[src/icache_config.svh]
`ifndef ICACHE_CONFIG_SVH
`define ICACHE_CONFIG_SVH

// Address geometry
`define ICACHE_VADDR_W     32
`define ICACHE_PTAG_W      20
`define ICACHE_PAGE_OFF_W  12

// Cache organization
`define ICACHE_SETS        64
`define ICACHE_WAYS        2

// One block is filled in a single beat
`define ICACHE_BLOCK_W     128

// Fetch granule
`define ICACHE_INSTR_W     32

`endif

[src/icache_addr_pkg.sv]
`include "icache_config.svh"

package icache_addr_pkg;

  // Derived field widths
  localparam int unsigned BLOCK_OFF_W = $clog2(`ICACHE_BLOCK_W / 8);
  localparam int unsigned INDEX_W     = $clog2(`ICACHE_SETS);
  localparam int unsigned WAY_W       = $clog2(`ICACHE_WAYS);
  localparam int unsigned WORD_SEL_W  = $clog2(`ICACHE_BLOCK_W / `ICACHE_INSTR_W);
  localparam int unsigned WORD_LSB    = $clog2(`ICACHE_INSTR_W / 8);

  typedef logic [`ICACHE_VADDR_W-1:0] vaddr_t;
  typedef logic [`ICACHE_PTAG_W-1:0]  ptag_t;
  typedef logic [INDEX_W-1:0]         index_t;
  typedef logic [WORD_SEL_W-1:0]      word_sel_t;
  typedef logic [WAY_W-1:0]           way_t;
  typedef logic [`ICACHE_WAYS-1:0]    way_mask_t;
  typedef logic [`ICACHE_INSTR_W-1:0] instr_t;

  // Word 0 sits in the low bits
  typedef logic [`ICACHE_BLOCK_W-1:0] block_t;

  // One entry per way, way 0 in the low bits
  typedef ptag_t  [`ICACHE_WAYS-1:0] tag_row_t;
  typedef block_t [`ICACHE_WAYS-1:0] data_row_t;

endpackage

[src/icache_engine_pkg.sv]
`include "icache_config.svh"

package icache_engine_pkg;

  // Miss handling states
  //   e_ready   : fetches may be accepted, a TV miss may be requested
  //   e_miss    : request sent, waiting for the fill
  //   e_recover : re-read the TL index after a fill
  typedef enum logic [1:0]
  {
    e_ready   = 2'd0,
    e_miss    = 2'd1,
    e_recover = 2'd2
  } miss_state_e;

  // Physical address toward the engine
  typedef logic [`ICACHE_PTAG_W+`ICACHE_PAGE_OFF_W-1:0] paddr_t;

endpackage

[src/icache_if.sv]


// Tag verify to miss control
interface tv_miss_if;
  import icache_addr_pkg::*;
  import icache_engine_pkg::*;
  logic      tv_v;
  logic      tv_hit;
  way_t      hit_way;
  index_t    tv_index;
  paddr_t    tv_paddr;
  way_mask_t tv_way_valid;

  modport source (output tv_v, tv_hit, hit_way, tv_index, tv_paddr, tv_way_valid);
  modport sink (input tv_v, tv_hit, hit_way, tv_index, tv_paddr, tv_way_valid);
endinterface

// Miss control to tag lookup
interface fill_if;
  import icache_addr_pkg::*;
  logic   fill_we;
  index_t fill_index;
  way_t   fill_way;
  ptag_t  fill_tag;
  block_t fill_block;
  logic   recover_rd;
  logic   accept_ok;

  modport source (output fill_we, fill_index, fill_way, fill_tag, fill_block,
                  recover_rd, accept_ok);
  modport lookup (input fill_we, fill_index, fill_way, fill_tag, fill_block,
                  recover_rd, accept_ok);
endinterface

[src/icache_miss_ctrl.sv]
`timescale 1ns/10ps

`include "icache_config.svh"

module icache_miss_ctrl
  (
    input  logic                      clk_i,
    input  logic                      reset_i,
    tv_miss_if.sink                   tv_i,
    input  logic                      data_yumi_i,
    input  logic                      req_ready_i,
    output logic                      req_v_o,
    output icache_engine_pkg::paddr_t req_paddr_o,
    output icache_addr_pkg::way_t     req_way_o,
    input  logic                      fill_v_i,
    input  icache_addr_pkg::block_t   fill_block_i,
    fill_if.source                    fill_o,
    input  logic                      tl_v_i
  );
  import icache_addr_pkg::*;
  import icache_engine_pkg::*;

  miss_state_e state_r;
  miss_state_e state_n;
  logic        req_sent_r;
  logic        lru_r [2**INDEX_W];
  way_t        repl_way;
  index_t      fill_index_r;
  way_t        fill_way_r;
  ptag_t       fill_tag_r;

  //////////////////////////////////////////////////////////////////////
  // Request and replacement
  //////////////////////////////////////////////////////////////////////
  // Lowest invalid way first, else the LRU way of the set
  always_comb
  begin
    repl_way = way_t'(lru_r[tv_i.tv_index]);
    for (int w = `ICACHE_WAYS - 1; w >= 0; w--)
      if (!tv_i.tv_way_valid[w])
        repl_way = way_t'(w);
  end

  assign req_v_o     = (state_r == e_ready) & tv_i.tv_v & ~tv_i.tv_hit & ~req_sent_r
                       & req_ready_i;
  assign req_paddr_o = {tv_i.tv_paddr[$bits(paddr_t)-1:BLOCK_OFF_W], {BLOCK_OFF_W{1'b0}}};
  assign req_way_o   = repl_way;

  // One request per TV miss, even if the miss result lingers
  always_ff @(posedge clk_i)
  begin
    if (reset_i || data_yumi_i)
      req_sent_r <= 1'b0;
    else if (req_v_o)
      req_sent_r <= 1'b1;
  end

  always_ff @(posedge clk_i)
  begin
    if (req_v_o)
    begin
      fill_index_r <= tv_i.tv_index;
      fill_way_r   <= repl_way;
      fill_tag_r   <= tv_i.tv_paddr[$bits(paddr_t)-1 -: $bits(ptag_t)];
    end
  end

  //////////////////////////////////////////////////////////////////////
  // State machine
  //////////////////////////////////////////////////////////////////////
  always_comb
  begin
    case (state_r)
      e_ready:   state_n = req_v_o ? e_miss : e_ready;
      e_miss:    state_n = fill_v_i ? (tl_v_i ? e_recover : e_ready) : e_miss;
      e_recover: state_n = e_ready;
      default:   state_n = e_ready;
    endcase
  end

  always_ff @(posedge clk_i)
  begin
    if (reset_i)
      state_r <= e_ready;
    else
      state_r <= state_n;
  end

  assign fill_o.fill_we    = fill_v_i & (state_r == e_miss);
  assign fill_o.fill_index = fill_index_r;
  assign fill_o.fill_way   = fill_way_r;
  assign fill_o.fill_tag   = fill_tag_r;
  assign fill_o.fill_block = fill_block_i;
  assign fill_o.recover_rd = (state_r == e_recover);
  // Accepting also needs the engine side able to take a request
  assign fill_o.accept_ok  = (state_r == e_ready) & req_ready_i;

  // LRU bit names the way not just used; a fill wins over a hit
  always_ff @(posedge clk_i)
  begin
    if (reset_i)
    begin
      for (int s = 0; s < 2**INDEX_W; s++)
        lru_r[s] <= 1'b0;
    end
    else
    begin
      if (tv_i.tv_v && tv_i.tv_hit && data_yumi_i)
        lru_r[tv_i.tv_index] <= ~tv_i.hit_way[0];
      if (fill_o.fill_we)
        lru_r[fill_index_r] <= ~fill_way_r[0];
    end
  end

  a_fill_in_miss: assert property (@(posedge clk_i) disable iff (reset_i)
    fill_v_i |-> (state_r == e_miss));

endmodule

[src/flat_wrapper.sv]
// flat-port wrapper written by rule: the top's interface ports become plain ports
module icache_miss_ctrl_flat import icache_addr_pkg::*; import icache_engine_pkg::*;
  (clk_i, reset_i, data_yumi_i, req_ready_i, req_v_o, req_paddr_o, req_way_o, fill_v_i, fill_block_i, tl_v_i, tv_i_tv_v, tv_i_tv_hit, tv_i_hit_way, tv_i_tv_index, tv_i_tv_paddr, tv_i_tv_way_valid, fill_o_fill_we, fill_o_fill_index, fill_o_fill_way, fill_o_fill_tag, fill_o_fill_block, fill_o_recover_rd, fill_o_accept_ok);
  tv_miss_if tv_i_i ();
  fill_if fill_o_i ();
  input  logic clk_i;
  input  logic reset_i;
  input  logic data_yumi_i;
  input  logic req_ready_i;
  output logic req_v_o;
  output icache_engine_pkg::paddr_t req_paddr_o;
  output icache_addr_pkg::way_t req_way_o;
  input  logic fill_v_i;
  input  icache_addr_pkg::block_t fill_block_i;
  input  logic tl_v_i;
  input wire logic [$bits(tv_i_i.tv_v)-1:0] tv_i_tv_v;
  input wire logic [$bits(tv_i_i.tv_hit)-1:0] tv_i_tv_hit;
  input wire logic [$bits(tv_i_i.hit_way)-1:0] tv_i_hit_way;
  input wire logic [$bits(tv_i_i.tv_index)-1:0] tv_i_tv_index;
  input wire logic [$bits(tv_i_i.tv_paddr)-1:0] tv_i_tv_paddr;
  input wire logic [$bits(tv_i_i.tv_way_valid)-1:0] tv_i_tv_way_valid;
  output wire logic [$bits(fill_o_i.fill_we)-1:0] fill_o_fill_we;
  output wire logic [$bits(fill_o_i.fill_index)-1:0] fill_o_fill_index;
  output wire logic [$bits(fill_o_i.fill_way)-1:0] fill_o_fill_way;
  output wire logic [$bits(fill_o_i.fill_tag)-1:0] fill_o_fill_tag;
  output wire logic [$bits(fill_o_i.fill_block)-1:0] fill_o_fill_block;
  output wire logic [$bits(fill_o_i.recover_rd)-1:0] fill_o_recover_rd;
  output wire logic [$bits(fill_o_i.accept_ok)-1:0] fill_o_accept_ok;
  assign tv_i_i.tv_v = tv_i_tv_v;
  assign tv_i_i.tv_hit = tv_i_tv_hit;
  assign tv_i_i.hit_way = tv_i_hit_way;
  assign tv_i_i.tv_index = tv_i_tv_index;
  assign tv_i_i.tv_paddr = tv_i_tv_paddr;
  assign tv_i_i.tv_way_valid = tv_i_tv_way_valid;
  assign fill_o_fill_we = fill_o_i.fill_we;
  assign fill_o_fill_index = fill_o_i.fill_index;
  assign fill_o_fill_way = fill_o_i.fill_way;
  assign fill_o_fill_tag = fill_o_i.fill_tag;
  assign fill_o_fill_block = fill_o_i.fill_block;
  assign fill_o_recover_rd = fill_o_i.recover_rd;
  assign fill_o_accept_ok = fill_o_i.accept_ok;
  icache_miss_ctrl u_core (.clk_i(clk_i), .reset_i(reset_i), .tv_i(tv_i_i), .data_yumi_i(data_yumi_i), .req_ready_i(req_ready_i), .req_v_o(req_v_o), .req_paddr_o(req_paddr_o), .req_way_o(req_way_o), .fill_v_i(fill_v_i), .fill_block_i(fill_block_i), .fill_o(fill_o_i), .tl_v_i(tl_v_i));
endmodule
[config.mk]
export PLATFORM = sky130hd
export DESIGN_NAME = icache_miss_ctrl_flat
export DESIGN_NICKNAME = d
export VERILOG_FILES = /design/src/icache_addr_pkg.sv /design/src/icache_engine_pkg.sv /design/src/icache_if.sv /design/src/icache_miss_ctrl.sv /design/src/flat_wrapper.sv
export VERILOG_INCLUDE_DIRS = /design/src /design/src/src
export SDC_FILE = /design/constraint.sdc
export NUM_CORES = 1
export LEC_CHECK = 0
export CAP_MARGIN = 25
export CELL_PAD_IN_SITES_DETAIL_PLACEMENT = 0
export CELL_PAD_IN_SITES_GLOBAL_PLACEMENT = 1
export CORE_UTILIZATION = 35
export CTS_CLUSTER_SIZE = 40
export DETAILED_ROUTE_END_ITERATION = 7
export DONT_BUFFER_PORTS = 1
export HOLD_SLACK_MARGIN = 0.08
export PLACE_DENSITY = 0.76
export SKIP_CTS_REPAIR_TIMING = 1
export SLEW_MARGIN = 20
export SYNTH_ARGS = -nofsm -noshare
export SYNTH_HDL_FRONTEND = slang
export SYNTH_SLANG_ARGS = --single-unit
[constraint.sdc]
create_clock -name clk_i -period 2.2 [get_ports clk_i]
set_input_delay 0.44 -clock clk_i [delete_from_list [all_inputs] [get_ports clk_i]]
set_output_delay 0.44 -clock clk_i [all_outputs]
set_load 0.05 [all_outputs]
Word level (Yosys, flattened, before mapping)
Memory sizes are Yosys's and may differ from the RTL's.
Index checks and enable logic that the tools add are counted.
{"block": "classes", "n_bitwise": 10, "n_mux": 20, "n_reduce_logical": 6, "n_eq_ne": 2}
{"op": "2-to-1 mux 1 bit", "n": 15}
{"op": "2-to-1 mux 6 bit", "n": 2}
{"op": "AND 1 bit", "n": 6}
{"op": "2-to-1 mux 2 bit", "n": 2}
{"op": "NOT 1 bit", "n": 4}
{"op": "case mux 2 bit (2 select lines)", "n": 1}
{"op": "equality test 2 x 1 -> 1 bit (second input constant)", "n": 1}
{"op": "equality test 2 bit (second input constant)", "n": 1}
{"op": "logical AND 1 bit", "n": 2}
{"op": "logical NOT 2 bit", "n": 1}
{"op": "OR reduction 1 bit", "n": 2}
{"op": "logical OR 1 bit", "n": 1}
{"block": "totals", "mem_count": 1, "input_bits": 177, "ram_bits": 64, "ff_bits": 30, "word_cells": 44}
{"memory": "u_core.lru_r", "depth": 64, "word_bits": 1, "rd": 1, "rd_clocked_by_memory_dff": 0, "wr": 64, "line_no": "icache_miss_ctrl.sv:26", "text": "logic lru_r [2**INDEX_W];"}

Longest topological paths before layout
{"block": "depth", "word_depth": 7, "ltp_mapped": 8, "mapped_depth_nobuf": 5}

Worst setup path before layout
OpenSTA, ideal clock, no wires.
{"block": "synth_path", "kind": "input port to output port", "start": "in req_ready_i", "end": "out req_v_o", "cell_stages": 2, "t_arrival_ns": 2.896, "setup_slack_ns": -1.136, "t_required_ns": 1.760, "cell_sequence": "nor3b_1 and3_1"}
{"block": "synth_between", "elab_chain_len": 1}
{"item": "from (decl)", "line_no": "flat_wrapper.sv:9", "text": "input logic req_ready_i;"}
{"item": "AND 1 bit", "line_no": "icache_miss_ctrl.sv:45", "text": "& req_ready_i;"}
{"item": "to (decl)", "line_no": "flat_wrapper.sv:10", "text": "output logic req_v_o;"}
Every way passes these cells.

Final worst setup path
{"block": "layout_path", "start": "mem u_core.lru_r[61]", "end": "out req_way_o"}
{"block": "layout_between", "elab_chain_len": 3}
{"item": "from (decl)", "line_no": "icache_miss_ctrl.sv:26"}
{"item": "memory (64 x 1 bit)"}
{"item": "2-to-1 mux 1 bit (2 in a row)", "line_no": "icache_miss_ctrl.sv:40", "text": "if (!tv_i.tv_way_valid[w])"}
{"item": "to (decl)", "line_no": "flat_wrapper.sv:12", "text": "output icache_addr_pkg::way_t req_way_o;"}
Every way passes these cells.

==> flow_summary.yaml <==
global_routing:
  grt_pass1_wl_um: 26800
  first_global_vias: 4739
  track_usage_pct: 18.0
  grt_max_degree: 69
  gr-total-overflow: 0
  antenna_found_initial: 1
routing:
  post_drt_wl_per_cell_um: 21.2
  dr.first_iter.drc_count: 526
  wl_um: 18000
  routed_via_density: 5.68
  wl_met1_um: 6630
  dr_wl_met3_um: 2320
  vias: 4831
  firstDrtPassIters: 5
  postRouteAntennaNets: 0
  wl_met2_um: 8470
  drc: 0
  top_layer: "met4"
clock_tree:
  cts.sinks: 94
  clkLatencyLatePin_ns: 0.36
  clk_pin_slew_worst_paths_ns: 0.07
  cts_tree: "built"
  clockBufferDepth: 2
  cts_inserted_buffers: 9
  htree_num_levels: 3
  clockRootBuffer: "clkbuf_16"
synthesis:
  synth.area.top_cells: "edfxtp_1 (39%), buf_4 (18%), mux2i_1 (7.1%)"
  async_flop_share_pct: 0
  syn_area_mm2: 0.00693
  yosysTopAreaCell: "edfxtp_1"
  ys_seq_area_share_pct: 40.3
  syn_inst: 733
  synth_edf_count: 91
  ys.warnings.count: 0
  ys.flop_type: "edfxtp_1"
  syn_area_per_cell_um2: 9.45
  yosysTopAreaCellShare_pct: 39.4
  synth_seq_cells: 94
  yosysUniqueCellTypes: 48
finish:
  multi_input_area_mm2: 0.00273
  layout_commonest_cell: "nand2_1"
  nets: 757
  most-common-layout-cells: "nand2_1 (130), edfxtp_1 (91), a21oi_1 (64)"
  register_area_mm2: 0.00279
  area_delta_synth_final_pct: -5.40
  fill_cells: 1958
  drive_gt1_share_pct: 16.4
sta:
  fmax_mhz: 378
  setup_slack_ns: -0.442
  min_period_ns: 2.64
  rsz0062_at_grt: "true"
  relSlewSlack_pct: 59.1
  finalCritPeriodShare_pct: 120
  drv_slew: 0
  finalSetupTns_ns: -0.442
  tightest_slew_ns: 0.612
  finalSetupViolCount: 1
  finalHoldViolations: 0
  fin_skew_ns: 0.00804
power_and_ir_drop:
  leakage_nw: 2.50
  ir_drop_uv: 491
  finalPower_mw: 3.97
  powerDensity_mw_per_mm2: 606
die:
  die-height_um: 143
  core_mm2: 0.0195
  fp.dieW_um: 143
  num_rows: 51
  start_util_pct: 35.6
  dieArea_mm2: 0.0204
  num_io_pins: 369
worst_setup_path:
  crit_type: "register to primary output"
  endpoint_kind: "primary output"
  start_kind: "register"
  crit_fanout: 2
  worstPathArrival_ns: 2.20
  cp.required_ns: 1.76
placed_design:
  detailed_place_hpwl_um: 11800
  dp_slack_ns: -0.261
  numPortBuffers: 0
  gp_congestion: 0.777
hold_path:
  hold_path.class: "input pin to register"
run:
  maxCapViolCount: 0
outcome:
  outcome: "finished, violations left"
  violations: "negative setup slack"
==> worst max-delay path: stages (launching register included) <==
cell,delay (ns)
edfxtp_1,0.37
mux4_2,0.47
mux2_4,0.29
a22oi_2,0.20
and3_4,0.23
a41oi_4,0.28
==> flip-flops by register name (all words and copies together) (netlist names) <==
register	cells
u_core.fill_o.fill_index	6
u_core.fill_o.fill_tag	20
u_core.fill_o.fill_way	1
u_core.lru_r	64
u_core.req_sent_r	1
u_core.state_r	2
==> path summary, 6_finish.rpt <==
check,end,cells past startpoint,slack (ns),start
worst max-delay path,req_way_o,5,-0.44,u_core.lru_r[61]$_DFFE_PP_
worst min-delay path,u_core.state_r[0]$_SDFF_PP0_,1,0.14,reset_i
worst min register to register,u_core.req_sent_r$_SDFFE_PP0P_,2,0.51,u_core.req_sent_r$_SDFFE_PP0P_
worst max register to register,u_core.fill_o.fill_way$_DFFE_PP_,5,0,u_core.lru_r[61]$_DFFE_PP_
==> Yosys cell counts, drive strengths merged, types with 3 or more instances <==
cell type / count
dfxtp: 3
nand3: 8
nor3b: 9
o211ai: 23
mux4: 10
o31ai: 24
and3b: 3
buf: 183
o21ai: 25
nand3b: 5
a21oi: 65
mux2i: 49
nor2: 17
edfxtp: 91
mux2: 3
nor2b: 8
nand2b: 3
nor3: 10
nand2: 130
and3: 5
clkbuf: 32
and2: 3
==> layout make-up <==
cell class                      instances  share of cell area, %
Antenna cell                            1                 0.0382
Sequential cell                        94                   42.6
Clock inverter                          5                  0.916
Tap cell                              265                   5.06
Timing Repair Buffer                   48                   6.07
Multi-Input combinational cell        425                   41.7
Clock buffer                           11                   3.55
Inverter                                2                  0.115
==> per-layer routing <==
metal  track usage (%)  vias to the layer above
li1                  -                     2133
met1              21.0                     2350
met2              28.5                      294
met3              6.71                       54
met4              10.1                        0
met5              1.25                        -
==> through the flow <==
| step | hold WS (ns) | util, % | cell area, um^2 | cells |
|---|---|---|---|---|
| 6_report | 0.145 | 33.7 | 6560 | 851 |
| 5_1_grt | 0.136 | 33.7 | 6550 | 850 |
| 4_1_cts | 0.140 | 33.6 | 6540 | 850 |
| 3_5_place_dp | 0.488 | 32.1 | 6250 | 834 |
| 3_3_place_gp | 0.479 | 32.1 | 6250 | 834 |
| 2_1_floorplan | 0.467 | - | 6980 | 736 |
==> power by group <==
| part | internal (mW) | switching, mW |
|---|---|---|
| logic | 0.121 | 0.191 |
| registers | 2.02 | 0.0581 |
| clock network | 0.884 | 0.704 |
==> logic make-up after synthesis <==
kind of cell    after synthesis  share of synthesized area [%]
compound gates              147                           12.7
flops                        94                           40.3
buf+inv                     217                           20.9
other cells                   1                         0.0541
simple gates                212                           14.9
mux                          62                           11.1
(Power assumes the default switching activity.)
