### src/icache_config.svh
`ifndef ICACHE_CONFIG_SVH
`define ICACHE_CONFIG_SVH

// Address geometry
`define ICACHE_VADDR_W     32
`define ICACHE_PTAG_W      20
`define ICACHE_PAGE_OFF_W  12

// Cache organization
`define ICACHE_SETS        64
`define ICACHE_WAYS        2

// One block is filled in a single beat
`define ICACHE_BLOCK_W     128

// Fetch granule
`define ICACHE_INSTR_W     32

`endif

### src/icache_addr_pkg.sv
`include "icache_config.svh"

package icache_addr_pkg;

  // Derived field widths
  localparam int unsigned BLOCK_OFF_W = $clog2(`ICACHE_BLOCK_W / 8);
  localparam int unsigned INDEX_W     = $clog2(`ICACHE_SETS);
  localparam int unsigned WAY_W       = $clog2(`ICACHE_WAYS);
  localparam int unsigned WORD_SEL_W  = $clog2(`ICACHE_BLOCK_W / `ICACHE_INSTR_W);
  localparam int unsigned WORD_LSB    = $clog2(`ICACHE_INSTR_W / 8);

  typedef logic [`ICACHE_VADDR_W-1:0] vaddr_t;
  typedef logic [`ICACHE_PTAG_W-1:0]  ptag_t;
  typedef logic [INDEX_W-1:0]         index_t;
  typedef logic [WORD_SEL_W-1:0]      word_sel_t;
  typedef logic [WAY_W-1:0]           way_t;
  typedef logic [`ICACHE_WAYS-1:0]    way_mask_t;
  typedef logic [`ICACHE_INSTR_W-1:0] instr_t;

  // Word 0 sits in the low bits
  typedef logic [`ICACHE_BLOCK_W-1:0] block_t;

  // One entry per way, way 0 in the low bits
  typedef ptag_t  [`ICACHE_WAYS-1:0] tag_row_t;
  typedef block_t [`ICACHE_WAYS-1:0] data_row_t;

endpackage

### src/icache_engine_pkg.sv
`include "icache_config.svh"

package icache_engine_pkg;

  // Miss handling states
  //   e_ready   : fetches may be accepted, a TV miss may be requested
  //   e_miss    : request sent, waiting for the fill
  //   e_recover : re-read the TL index after a fill
  typedef enum logic [1:0]
  {
    e_ready   = 2'd0,
    e_miss    = 2'd1,
    e_recover = 2'd2
  } miss_state_e;

  // Physical address toward the engine
  typedef logic [`ICACHE_PTAG_W+`ICACHE_PAGE_OFF_W-1:0] paddr_t;

endpackage

### src/icache_if.sv
`timescale 1ns/10ps

// Tag lookup to tag verify
interface tl_tv_if;
  import icache_addr_pkg::*;
  logic      tl_v;
  vaddr_t    tl_vaddr;
  tag_row_t  tag_row;
  data_row_t data_row;
  way_mask_t way_valid;
  logic      tv_we;

  modport tl (output tl_v, tl_vaddr, tag_row, data_row, way_valid, input tv_we);
  modport tv (input tl_v, tl_vaddr, tag_row, data_row, way_valid, output tv_we);
endinterface

// Tag verify to miss control
interface tv_miss_if;
  import icache_addr_pkg::*;
  import icache_engine_pkg::*;
  logic      tv_v;
  logic      tv_hit;
  way_t      hit_way;
  index_t    tv_index;
  paddr_t    tv_paddr;
  way_mask_t tv_way_valid;

  modport source (output tv_v, tv_hit, hit_way, tv_index, tv_paddr, tv_way_valid);
  modport sink (input tv_v, tv_hit, hit_way, tv_index, tv_paddr, tv_way_valid);
endinterface


### src/icache_tag_verify.sv
`timescale 1ns/10ps

`include "icache_config.svh"

module icache_tag_verify
  (
    input  logic                    clk_i,
    input  logic                    reset_i,
    tl_tv_if.tv                     tl_i,
    input  icache_addr_pkg::ptag_t  ptag_i,
    input  logic                    ptag_v_i,
    input  logic                    data_yumi_i,
    output icache_addr_pkg::instr_t data_o,
    output logic                    miss_o,
    output logic                    data_v_o,
    tv_miss_if.source               tv_o
  );
  import icache_addr_pkg::*;
  import icache_engine_pkg::*;

  logic      tv_v_r;
  logic      advance;
  way_mask_t hit_c;
  way_t      hit_way_c;
  way_mask_t hit_r;
  way_t      hit_way_r;
  block_t    block_r;
  paddr_t    paddr_r;
  way_mask_t way_valid_r;
  word_sel_t word_sel;

  // Stage may load when empty or draining, once the translation is present
  assign tl_i.tv_we = (~tv_v_r | data_yumi_i) & ptag_v_i;
  assign advance    = tl_i.tv_we & tl_i.tl_v;

  //////////////////////////////////////////////////////////////////////
  // Tag compare
  //////////////////////////////////////////////////////////////////////
  always_comb
  begin
    hit_way_c = '0;
    for (int w = 0; w < `ICACHE_WAYS; w++)
    begin
      hit_c[w] = tl_i.way_valid[w] & (tl_i.tag_row[w] == ptag_i);
      if (hit_c[w])
        hit_way_c = way_t'(w);
    end
  end

  always_ff @(posedge clk_i)
  begin
    if (reset_i)
      tv_v_r <= 1'b0;
    else if (advance)
      tv_v_r <= 1'b1;
    else if (data_yumi_i)
      tv_v_r <= 1'b0;
  end

  always_ff @(posedge clk_i)
  begin
    if (reset_i)
      hit_r <= '0;
    else if (advance)
      hit_r <= hit_c;
  end

  always_ff @(posedge clk_i)
  begin
    if (advance)
    begin
      hit_way_r   <= hit_way_c;
      block_r     <= tl_i.data_row[hit_way_c];
      paddr_r     <= {ptag_i, tl_i.tl_vaddr[`ICACHE_PAGE_OFF_W-1:0]};
      way_valid_r <= tl_i.way_valid;
    end
  end

  //////////////////////////////////////////////////////////////////////
  // Result
  //////////////////////////////////////////////////////////////////////
  assign word_sel = paddr_r[WORD_LSB +: WORD_SEL_W];
  assign data_o   = block_r[word_sel*`ICACHE_INSTR_W +: `ICACHE_INSTR_W];
  assign data_v_o = tv_v_r;
  assign miss_o   = tv_v_r & ~(|hit_r);

  assign tv_o.tv_v         = tv_v_r;
  assign tv_o.tv_hit       = |hit_r;
  assign tv_o.hit_way      = hit_way_r;
  assign tv_o.tv_index     = paddr_r[BLOCK_OFF_W +: INDEX_W];
  assign tv_o.tv_paddr     = paddr_r;
  assign tv_o.tv_way_valid = way_valid_r;

  // A block never sits in two ways of one set
  a_hit_onehot: assert property (@(posedge clk_i) disable iff (reset_i)
    tv_v_r |-> $onehot0(hit_r));

endmodule

### src/flat_wrapper.sv
// flat-port wrapper written by rule: the top's interface ports become plain ports
module icache_tag_verify_flat import icache_addr_pkg::*; import icache_engine_pkg::*;
  (clk_i, reset_i, ptag_i, ptag_v_i, data_yumi_i, data_o, miss_o, data_v_o, tl_i_tl_v, tl_i_tl_vaddr, tl_i_tag_row, tl_i_data_row, tl_i_way_valid, tl_i_tv_we, tv_o_tv_v, tv_o_tv_hit, tv_o_hit_way, tv_o_tv_index, tv_o_tv_paddr, tv_o_tv_way_valid);
  tl_tv_if tl_i_i ();
  tv_miss_if tv_o_i ();
  input  logic clk_i;
  input  logic reset_i;
  input  icache_addr_pkg::ptag_t ptag_i;
  input  logic ptag_v_i;
  input  logic data_yumi_i;
  output icache_addr_pkg::instr_t data_o;
  output logic miss_o;
  output logic data_v_o;
  input wire logic [$bits(tl_i_i.tl_v)-1:0] tl_i_tl_v;
  input wire logic [$bits(tl_i_i.tl_vaddr)-1:0] tl_i_tl_vaddr;
  input wire logic [$bits(tl_i_i.tag_row)-1:0] tl_i_tag_row;
  input wire logic [$bits(tl_i_i.data_row)-1:0] tl_i_data_row;
  input wire logic [$bits(tl_i_i.way_valid)-1:0] tl_i_way_valid;
  output wire logic [$bits(tl_i_i.tv_we)-1:0] tl_i_tv_we;
  output wire logic [$bits(tv_o_i.tv_v)-1:0] tv_o_tv_v;
  output wire logic [$bits(tv_o_i.tv_hit)-1:0] tv_o_tv_hit;
  output wire logic [$bits(tv_o_i.hit_way)-1:0] tv_o_hit_way;
  output wire logic [$bits(tv_o_i.tv_index)-1:0] tv_o_tv_index;
  output wire logic [$bits(tv_o_i.tv_paddr)-1:0] tv_o_tv_paddr;
  output wire logic [$bits(tv_o_i.tv_way_valid)-1:0] tv_o_tv_way_valid;
  assign tl_i_i.tl_v = tl_i_tl_v;
  assign tl_i_i.tl_vaddr = tl_i_tl_vaddr;
  assign tl_i_i.tag_row = tl_i_tag_row;
  assign tl_i_i.data_row = tl_i_data_row;
  assign tl_i_i.way_valid = tl_i_way_valid;
  assign tl_i_tv_we = tl_i_i.tv_we;
  assign tv_o_tv_v = tv_o_i.tv_v;
  assign tv_o_tv_hit = tv_o_i.tv_hit;
  assign tv_o_hit_way = tv_o_i.hit_way;
  assign tv_o_tv_index = tv_o_i.tv_index;
  assign tv_o_tv_paddr = tv_o_i.tv_paddr;
  assign tv_o_tv_way_valid = tv_o_i.tv_way_valid;
  icache_tag_verify u_core (.clk_i(clk_i), .reset_i(reset_i), .tl_i(tl_i_i), .ptag_i(ptag_i), .ptag_v_i(ptag_v_i), .data_yumi_i(data_yumi_i), .data_o(data_o), .miss_o(miss_o), .data_v_o(data_v_o), .tv_o(tv_o_i));
endmodule
### config.mk
export PLATFORM = sky130hd
export DESIGN_NAME = icache_tag_verify_flat
export DESIGN_NICKNAME = d
export VERILOG_FILES = /design/src/icache_addr_pkg.sv /design/src/icache_engine_pkg.sv /design/src/icache_if.sv /design/src/icache_tag_verify.sv /design/src/flat_wrapper.sv
export VERILOG_INCLUDE_DIRS = /design/src /design/src/src
export SDC_FILE = /design/constraint.sdc
export NUM_CORES = 1
export LEC_CHECK = 0
export BUFFER_PORTS_ARGS = -buffer_cell sky130_fd_sc_hd__buf_2
export CORE_AREA = 2 2 168 170
export DETAILED_ROUTE_END_ITERATION = 10
export DIE_AREA = 0 0 170 172
export GPL_ROUTABILITY_DRIVEN = 1
export PLACE_DENSITY = 0.65
export SETUP_SLACK_MARGIN = 0.15
export SLEW_MARGIN = 20
export SYNTH_ARGS = -nofsm -noshare
export SYNTH_HDL_FRONTEND = slang
export SYNTH_SLANG_ARGS = --single-unit
### constraint.sdc
create_clock -name clk_i -period 9.5 [get_ports clk_i]
set_input_delay 0.475 -clock clk_i [delete_from_list [all_inputs] [get_ports clk_i]]
set_output_delay 0.475 -clock clk_i [all_outputs]
set_load 0.01 [all_outputs]
# Word level (Yosys, flattened, before mapping)

Index checks and enable logic that the tools add are counted.

Bits of input ports: 355
Register bits after elaboration: 166

Equal/unequal tests: 2
Reduce and logical (&&, ||, !) cells: 2
Bitwise logic cells: 8
Muxes and demuxes: 5
$lt $le $gt $ge: 1
Shift-type cells: 1

Operators by type and width:

| cell                 | number |
|---|---|
| $mux W128            | 2 |
| $shiftx A128 B8 Y32  | 1 |
| $eq A20 B20 Y1       | 2 |
| $and A1 B1 Y1        | 5 |
| $mux W1              | 3 |
| $lt A1 B2 Y1 const B | 1 |
| $not A1 Y1           | 2 |
| $reduce_bool A2 Y1   | 1 |
| $reduce_or A2 Y1     | 1 |
| $or A1 B1 Y1         | 1 |

# Depth between registers and ports, before layout

Gate-level depths: netlist of run 1.

Depth after elaboration: 5
Mapped depth: 7

# Least setup slack after synthesis of run 1

OpenSTA, ideal clock, no wires.

Path type: input to register
From: in data_yumi_i
To: reg u_core.block_r[0], enable pin
Data required time: 8.985 ns
Stages: 3
Buffers on the path: 0
Path slack: 5.054 ns
Data arrival time: 3.931 ns
Path through: nand2b_1 nand3_1 inv_1

Word-level cells in the longest chain between the ends: 3

RTL lines:

| element                  | line                    | source |
|---|---|---|
| from (decl)              | flat_wrapper.sv:10      | `input logic data_yumi_i;` |
| $or A1 B1 Y1             | icache_tag_verify.sv:33 | `assign tl_i.tv_we = (~tv_v_r \| data_yumi_i) & ptag_v_i;` |
| $and A1 B1 Y1            | icache_tag_verify.sv:33 |  |
| $and A1 B1 Y1            | icache_tag_verify.sv:34 | `assign advance = tl_i.tv_we & tl_i.tl_v;` |
| named net u_core.advance | icache_tag_verify.sv:22 | `logic advance;` |
| to (signal assigned)     | icache_tag_verify.sv:73 | `block_r <= tl_i.data_row[hit_way_c];` |
| to (decl)                | icache_tag_verify.sv:27 | `block_t block_r;` |

The timed path passes the listed nets, and every way through them passes these cells.
A chain may end at the register's enable or synchronous reset.

# Worst setup path in the final report of run 1

From: in ptag_i[6]
To: reg u_core.block_r[18] (data pin)

Word-level cells in the longest chain between the ends: 5

RTL lines:

| element                                       | line                    | source |
|---|---|---|
| from (decl)                                   | flat_wrapper.sv:8       | `input icache_addr_pkg::ptag_t ptag_i;` |
| $eq A20 B20 Y1                                | icache_tag_verify.sv:44 | `hit_c[w] = tl_i.way_valid[w] & (tl_i.tag_row[w] == ptag_i);` |
| $and A1 B1 Y1                                 | icache_tag_verify.sv:44 |  |
| $mux W1                                       | icache_tag_verify.sv:45 | `if (hit_c[w])` |
| $mux W128 (not written as such) (2 in series) | icache_tag_verify.sv:73 |  |

Every way passes these cells. The select of a mux whose other input is x is not followed.

==> results of run 1 <==
==> worst max-delay path by stage <==
stage                     start  cells after the start                           end
5_1_grt        tl_i_tag_row[26]                      7  u_core.block_r[18]$_DFFE_PP_
2_1_floorplan       data_yumi_i                      3   u_core.block_r[0]$_DFFE_PP_
6_report              ptag_i[6]                      7  u_core.block_r[18]$_DFFE_PP_
3_3_place_gp   tl_i_tag_row[26]                      7  u_core.block_r[18]$_DFFE_PP_
3_5_place_dp          ptag_i[6]                      7  u_core.block_r[18]$_DFFE_PP_
4_1_cts               ptag_i[6]                      7  u_core.block_r[18]$_DFFE_PP_
==> cell usage in the layout, fill, tap and decap left out, drive strengths merged, types with 3 or more instances in the layout <==
master  Yosys  layout
clkbuf      4      17
mux2      128     128
edfxtp    163     163
nand4       5       5
xor2       29      29
mux4       32      32
xnor2      11      11
dfxtp       3       3
clkinv      0       4
buf        24     416
inv         2       9
nor4        9       9
==> critical path, stage by stage <==
cell	delay [ns]
buf_2	0.12
xnor2_1	0.28
nor4bb_1	0.37
nand4_1	0.14
or4b_4	0.93
buf_6	0.48
mux2_4	0.44
==> synth_stat cells (5+ instances only) <==
cell	number	area, µm²
edfxtp_1	163	4890
mux2_4	100	1500
mux4_2	32	721
xor2_1	29	254
mux2_2	19	214
buf_6	13	146
xnor2_1	11	96.3
mux2_1	9	101
nor4_1	9	56.3
buf_4	7	52.6
nand4_1	5	31.3
==> metal layers <==
| layer | vias to the layer above | wire [µm] | share of wire (%) |
|---|---|---|---|
| met3 | 24 | 1350 | 6.3 |
| li1 | 2525 | - | - |
| met4 | 0 | 485 | 2.3 |
| met1 | 2534 | 8210 | 39 |
| met2 | 251 | 11200 | 53 |
| met5 | - | 0 | 0 |
==> cell families (layout without fill, tap and decap cells) <==
group	Yosys count	in the layout	synth area share, %
multiplexers	160	160	30.6
flip-flops	166	166	59.8
buffers and inverters	30	450	2.85
other	0	2	0
XOR/XNOR	40	40	4.23
AND/OR/NAND/NOR	28	28	2.28
AO/OA/AOI/OAI	3	3	0.211
==> layout make-up <==
class,count,share of cell area [%]
Tap cell,346,3.87
Multi-Input combinational cell,231,27.7
Sequential cell,166,44.3
Inverter,2,0.112
Antenna cell,2,0.0447
Clock inverter,15,1.47
Timing Repair Buffer,416,18.7
Clock buffer,17,3.80
==> sequential cells by signal, summed over array words and instances (netlist names) <==
name and cells:
u_core.block_r 128, u_core.tv_o.tv_paddr 32, u_core.hit_r 2, u_core.tv_o.tv_way_valid 2
u_core.data_v_o 1, u_core.tv_o.hit_way 1
==> power groups by stage <==
stage | Clock [W] | Combinational (W) | Sequential, W
after CTS | 0.000724 | 0.000216 | 0.000851
after global routing | 0.000748 | 0.000229 | 0.000853
after detailed placement | 0 | 0.000214 | 0.000867
after global placement | 0 | 0.000212 | 0.000866
final | 0.000700 | 0.000211 | 0.000850
after floorplan | 0 | 0.0000953 | 0.000871
==> per-stage QoR <==
step	utilization, %	power (W)	hold WS (ns)	worst slack [ns]
floorplan	-	0.000966	0.421	5.05
global placement	38.5	0.00108	0.430	5.67
detailed placement	38.5	0.00108	0.438	5.68
CTS	40.7	0.00179	0.210	6.13
global route	40.7	0.00183	0.205	6.18
finish	40.7	0.00176	0.236	6.22
==> impl_metrics.ini, run 1 <==
[floorplanning]
fp.dieH_um = 172
io_pins = 433
die_w_um = 170
initial_core_util_pct = 30.2
dieArea_um2 = 29200
coreArea_um2 = 27500
rows = 61

[global_route]
grt_max_degree = 83
use_met1_pct = 15.4
antenna_found_initial = 1
grt.total_usage_pct = 13.8
grt_pass1_vias = 5524
grt_use_met3_pct = 3.36
grt-ovfl-total = 0
busiest_layer = met2
use_met2_pct = 25.8
grt_pass1_wl_um = 30100

[run]
drv_cap = 0

[worst_setup_path]
reg2reg_to = u_core.block_r[7]$_DFFE_PP_
path_max_fanout = 73
path_class = primary input to flop
required_ns = 9.66
reg2reg_from = u_core.data_v_o$_SDFFE_PP0P_
critPathLaunchType = primary input
r2r_slack_ns = 6.73
setup.worst_path.end_class = flop
cp.arrival_ns = 3.44
reg2reg_depth = 4

[layout]
final_area_um2 = 11200
drive_gt1_share_pct = 70.8
multi_input_area_um2 = 3090
instances_no_fill = 1195
syn2layout_area_growth_pct = 35.0
final_nets = 1189
regArea_um2 = 4950
fill_cells = 2573

[cts]
clkSinkCount = 166
cts.reportedPaths.clkPinSlew_ns = 0.07
h-tree-depth = 4
cts-root-buf = clkbuf_16
cts-resized-gates = 0
post_cts_buffers = 0
cts_tree = done
clock_latency_ns = 0.42
cts_inserted_buffers = 17
hold_buffers = 0
cts_buffer_depth = 2

[power_and_ir_drop]
switching_share_pct = 23.0
internal_power_w = 0.00136
power.switching_w = 0.000406
pwr-share-seq_pct = 48.3
p_clk_share_pct = 39.7
p_comb_share_pct = 12.0
p_leak_nw = 4.96
power_density_nw_per_um2 = 157
vdd_ir_drop_max_mv = 0.0896

[placed_design]
gp_congestion = 0.862
port_buffers = 412
dpl.hpwl_um = 16300
dp_cells = 1161
dpl-instance-area_um2 = 10600

[worst_hold_path]
min_path_type = primary input to flop
hold_end = u_core.tv_o.tv_paddr[1]$_DFFE_PP_
hold_path_depth = 1
hp-start = tl_i_tl_vaddr[1]

[detailed_routing]
routed_via_density = 4.46
wire_per_inst_um = 17.8
routed_wl_um = 21300
first_pass_iters = 4
drc = 0
ant_nets = 0
dr_total_vias = 5334
drt_iter0_markers = 215

[synthesis]
netlist_area_um2 = 8290
syn-num-nets = 782
synth_seq_area_share_pct = 59.8
syn_avg_cell_area_um2 = 19.4
syn_inst = 427
yosys_most_used_dff = edfxtp_1
yosysWarnings = 0
synth.distinct_cells = 29
ys_async_sr_fraction_pct = 0
synth-edff-count = 163
yosys_register_bits = 166

[sta]
report.final.setup_viol = 0
setup_tns_ns = 0
rsz0062_at_grt = false
slew_violations = 0
hold_viol = 0
post-route-min-period_ns = 3.28
skew_ns = 0.0190
worst_pin_slew_ns = 1.04
fmax_ghz = 0.305
fin_crit_sh_pct = 34.5
relSlewSlack_pct = 30.7

[outcome]
status = finished clean
No activity file was read; power rests on OpenSTA's default activity.
==> run 2, diff against run 1 <==
PLACE_DENSITY = 0.68   (was 0.65)
clock period = 2.7 ns   (was 9.5 ns; I/O delays follow)
==> run 2 against run 1 <==
  * Clock-buffer cell count up 1
  * Clock power rose to 3.7 times the previous value
  * Hold slack worse by 0.21 ns
  * First-iteration DRC count up 28%
  * Total power rose to 3.7 times the previous value
  * Combinational power rose to 4.4 times the previous value
  * Non-clock buffer count up 148
  * Global-route usage up 1.4 points
  * Largest cell class unchanged
  * Sequential power rose to 3.5 times the previous value
  * Via count up 13%
  * Final cell count up 12%
  * Clock skew down 0.0023 ns
==> impl_metrics.ini, run 2 (same netlist as run 1, synthesis figures left out) <==
[outcome]
status = finished clean

[layout]
regMostFlops = u_core.block_r
final_common_cell = buf_2
n_antenna_cell = 0
syn2layout_area_growth_pct = 54.2
fin_util_pct = 46.5
drive_gt1_share_pct = 60.8
largest_register_ffs = 128
most-common-layout-cells = buf_2 (412), edfxtp_1 (163), dlygate4sd3_1 (145)
final_area_um2 = 12800
fill_cells = 2395
instances_no_fill = 1341
final_nets = 1337

[worst_setup_path]
cp.arrival_ns = 2.77
required_ns = 2.87
cp-endpoint = u_core.block_r[126]$_DFFE_PP_
setup.worst_path.end_class = flop
path_class = primary input to flop
reg2reg_depth = 4
path_max_fanout = 48
startpoint = ptag_i[1]
reg2reg_from = u_core.data_v_o$_SDFFE_PP0P_
slowest_stage = or4b_4
cpPeakStageDelay_ns = 0.61
r2r_slack_ns = 1.04
reg2reg_to = u_core.block_r[20]$_DFFE_PP_
critPathLaunchType = primary input
worstPathCellList = dlygate4sd3_1 -> buf_2 -> xor2_1 -> nor4_1 -> nand4_1 -> or4b_4 -> buf_12 -> mux2_1

[floorplanning]
die_w_um = 170
dieArea_um2 = 29200
coreArea_um2 = 27500
fp.dieH_um = 172
rows = 61
io_pins = 433
initial_core_util_pct = 30.2

[power_and_ir_drop]
vdd_ir_drop_max_mv = 0.330
p_leak_nw = 5.63
power_density_nw_per_um2 = 507

[global_route]
grt-ovfl-total = 0
grt_pass1_wl_um = 32800
grt_max_degree = 88
antenna_found_initial = 0
grt_pass1_vias = 6185
grt.total_usage_pct = 15.2

[sta]
setup_tns_ns = 0
skew_ns = 0.0167
fmax_ghz = 0.384
report.final.setup_viol = 0
rsz0062_at_grt = true
fin_crit_sh_pct = 96.5
hold_viol = 0
relSlewSlack_pct = 61.4
post-route-min-period_ns = 2.61
slew_violations = 0
worst_pin_slew_ns = 0.574

[placed_design]
gp_congestion = 0.904
dpl.hpwl_um = 16100
dp_cells = 1163
port_buffers = 412
dpl-instance-area_um2 = 10700

[cts]
cts_tree = done
cts_buffer_depth = 2
cts-root-buf = clkbuf_16
cts.reportedPaths.clkPinSlew_ns = 0.08
clock_latency_ns = 0.42
clkSinkCount = 166
cts_inserted_buffers = 17
h-tree-depth = 4

[detailed_routing]
ant_nets = 0
routed_wl_um = 23900
drt_iter0_markers = 276
dr_total_vias = 6029
routed_via_density = 4.50
wire_per_inst_um = 17.8
first_pass_iters = 4
drc = 0

[run]
drv_cap = 0

[worst_hold_path]
min_path_type = primary input to flop
run 2: how the worst min path moves through the flow:
stage	slack, ns	endpoint	cells past startpoint	startpoint
3_3_place_gp	0.31	u_core.tv_o.tv_paddr[8]$_DFFE_PP_	1	tl_i_tl_vaddr[8]
5_1_grt	-0.006	u_core.block_r[44]$_DFFE_PP_	2	tl_i_data_row[172]
4_1_cts	0.00002	u_core.block_r[97]$_DFFE_PP_	2	tl_i_data_row[225]
3_5_place_dp	0.31	u_core.tv_o.tv_paddr[8]$_DFFE_PP_	1	tl_i_tl_vaddr[8]
2_1_floorplan	0.20	u_core.data_v_o$_SDFFE_PP0P_	1	reset_i
6_report	0.02	u_core.block_r[18]$_DFFE_PP_	2	tl_i_data_row[18]
run 2: report_power, final:
group	internal, W	total (W)	switching (W)
sequential	0.00296	0.00299	0.0000284
clock	0.00149	0.00256	0.00107
combinational	0.000565	0.000928	0.000363
total	0.00502	0.00648	0.00146
run 2: routing by layer:
| layer | share of wire [%] | vias up | GRT usage (%) | routed length [µm] |
|---|---|---|---|---|
| met5 | 0 | - | 0 | 0 |
| met4 | 4.3 | 0 | 8.21 | 1030 |
| met3 | 6.4 | 67 | 3.98 | 1540 |
| met2 | 52 | 331 | 28.3 | 12500 |
| met1 | 37 | 2813 | 15.7 | 8850 |
| li1 | - | 2818 | - | - |
run 2: timing repair:
item	CTS	global route
endpoints found under the hold margin	92	15
hold buffers	127	18
setup buffers	0	0
endpoints found under the setup margin	0	53
gates resized for setup	0	1
run 2: critical path: cells and delay by family:
| family | cells | cell delay, ns |
|---|---|---|
| simple gates | 3 | 1.09 |
| mux | 1 | 0.39 |
| xor+xnor | 1 | 0.16 |
| buf+inv | 3 | 0.93 |
run 2: per-stage QoR:
stage | hold slack [ns] | setup WS [ns] | total power, W
global placement | 0.311 | 0.202 | 0.00379
global route | -0.00630 | 0.132 | 0.00676
CTS | 0.0000235 | 0.165 | 0.00655
finish | 0.0233 | 0.0950 | 0.00648
detailed placement | 0.313 | 0.173 | 0.00381
floorplan | 0.197 | -0.688 | 0.00340
run 2: layout make-up:
type | count | area [µm²] | share of cell area (%)
clock buffer | 18 | 429 | 3.36
inverter | 2 | 11.3 | 0.0881
sequential | 166 | 4960 | 38.8
clock inverter | 14 | 194 | 1.52
multi-input combinational | 231 | 3100 | 24.3
tap | 346 | 433 | 3.39
timing repair buffer | 564 | 3650 | 28.6
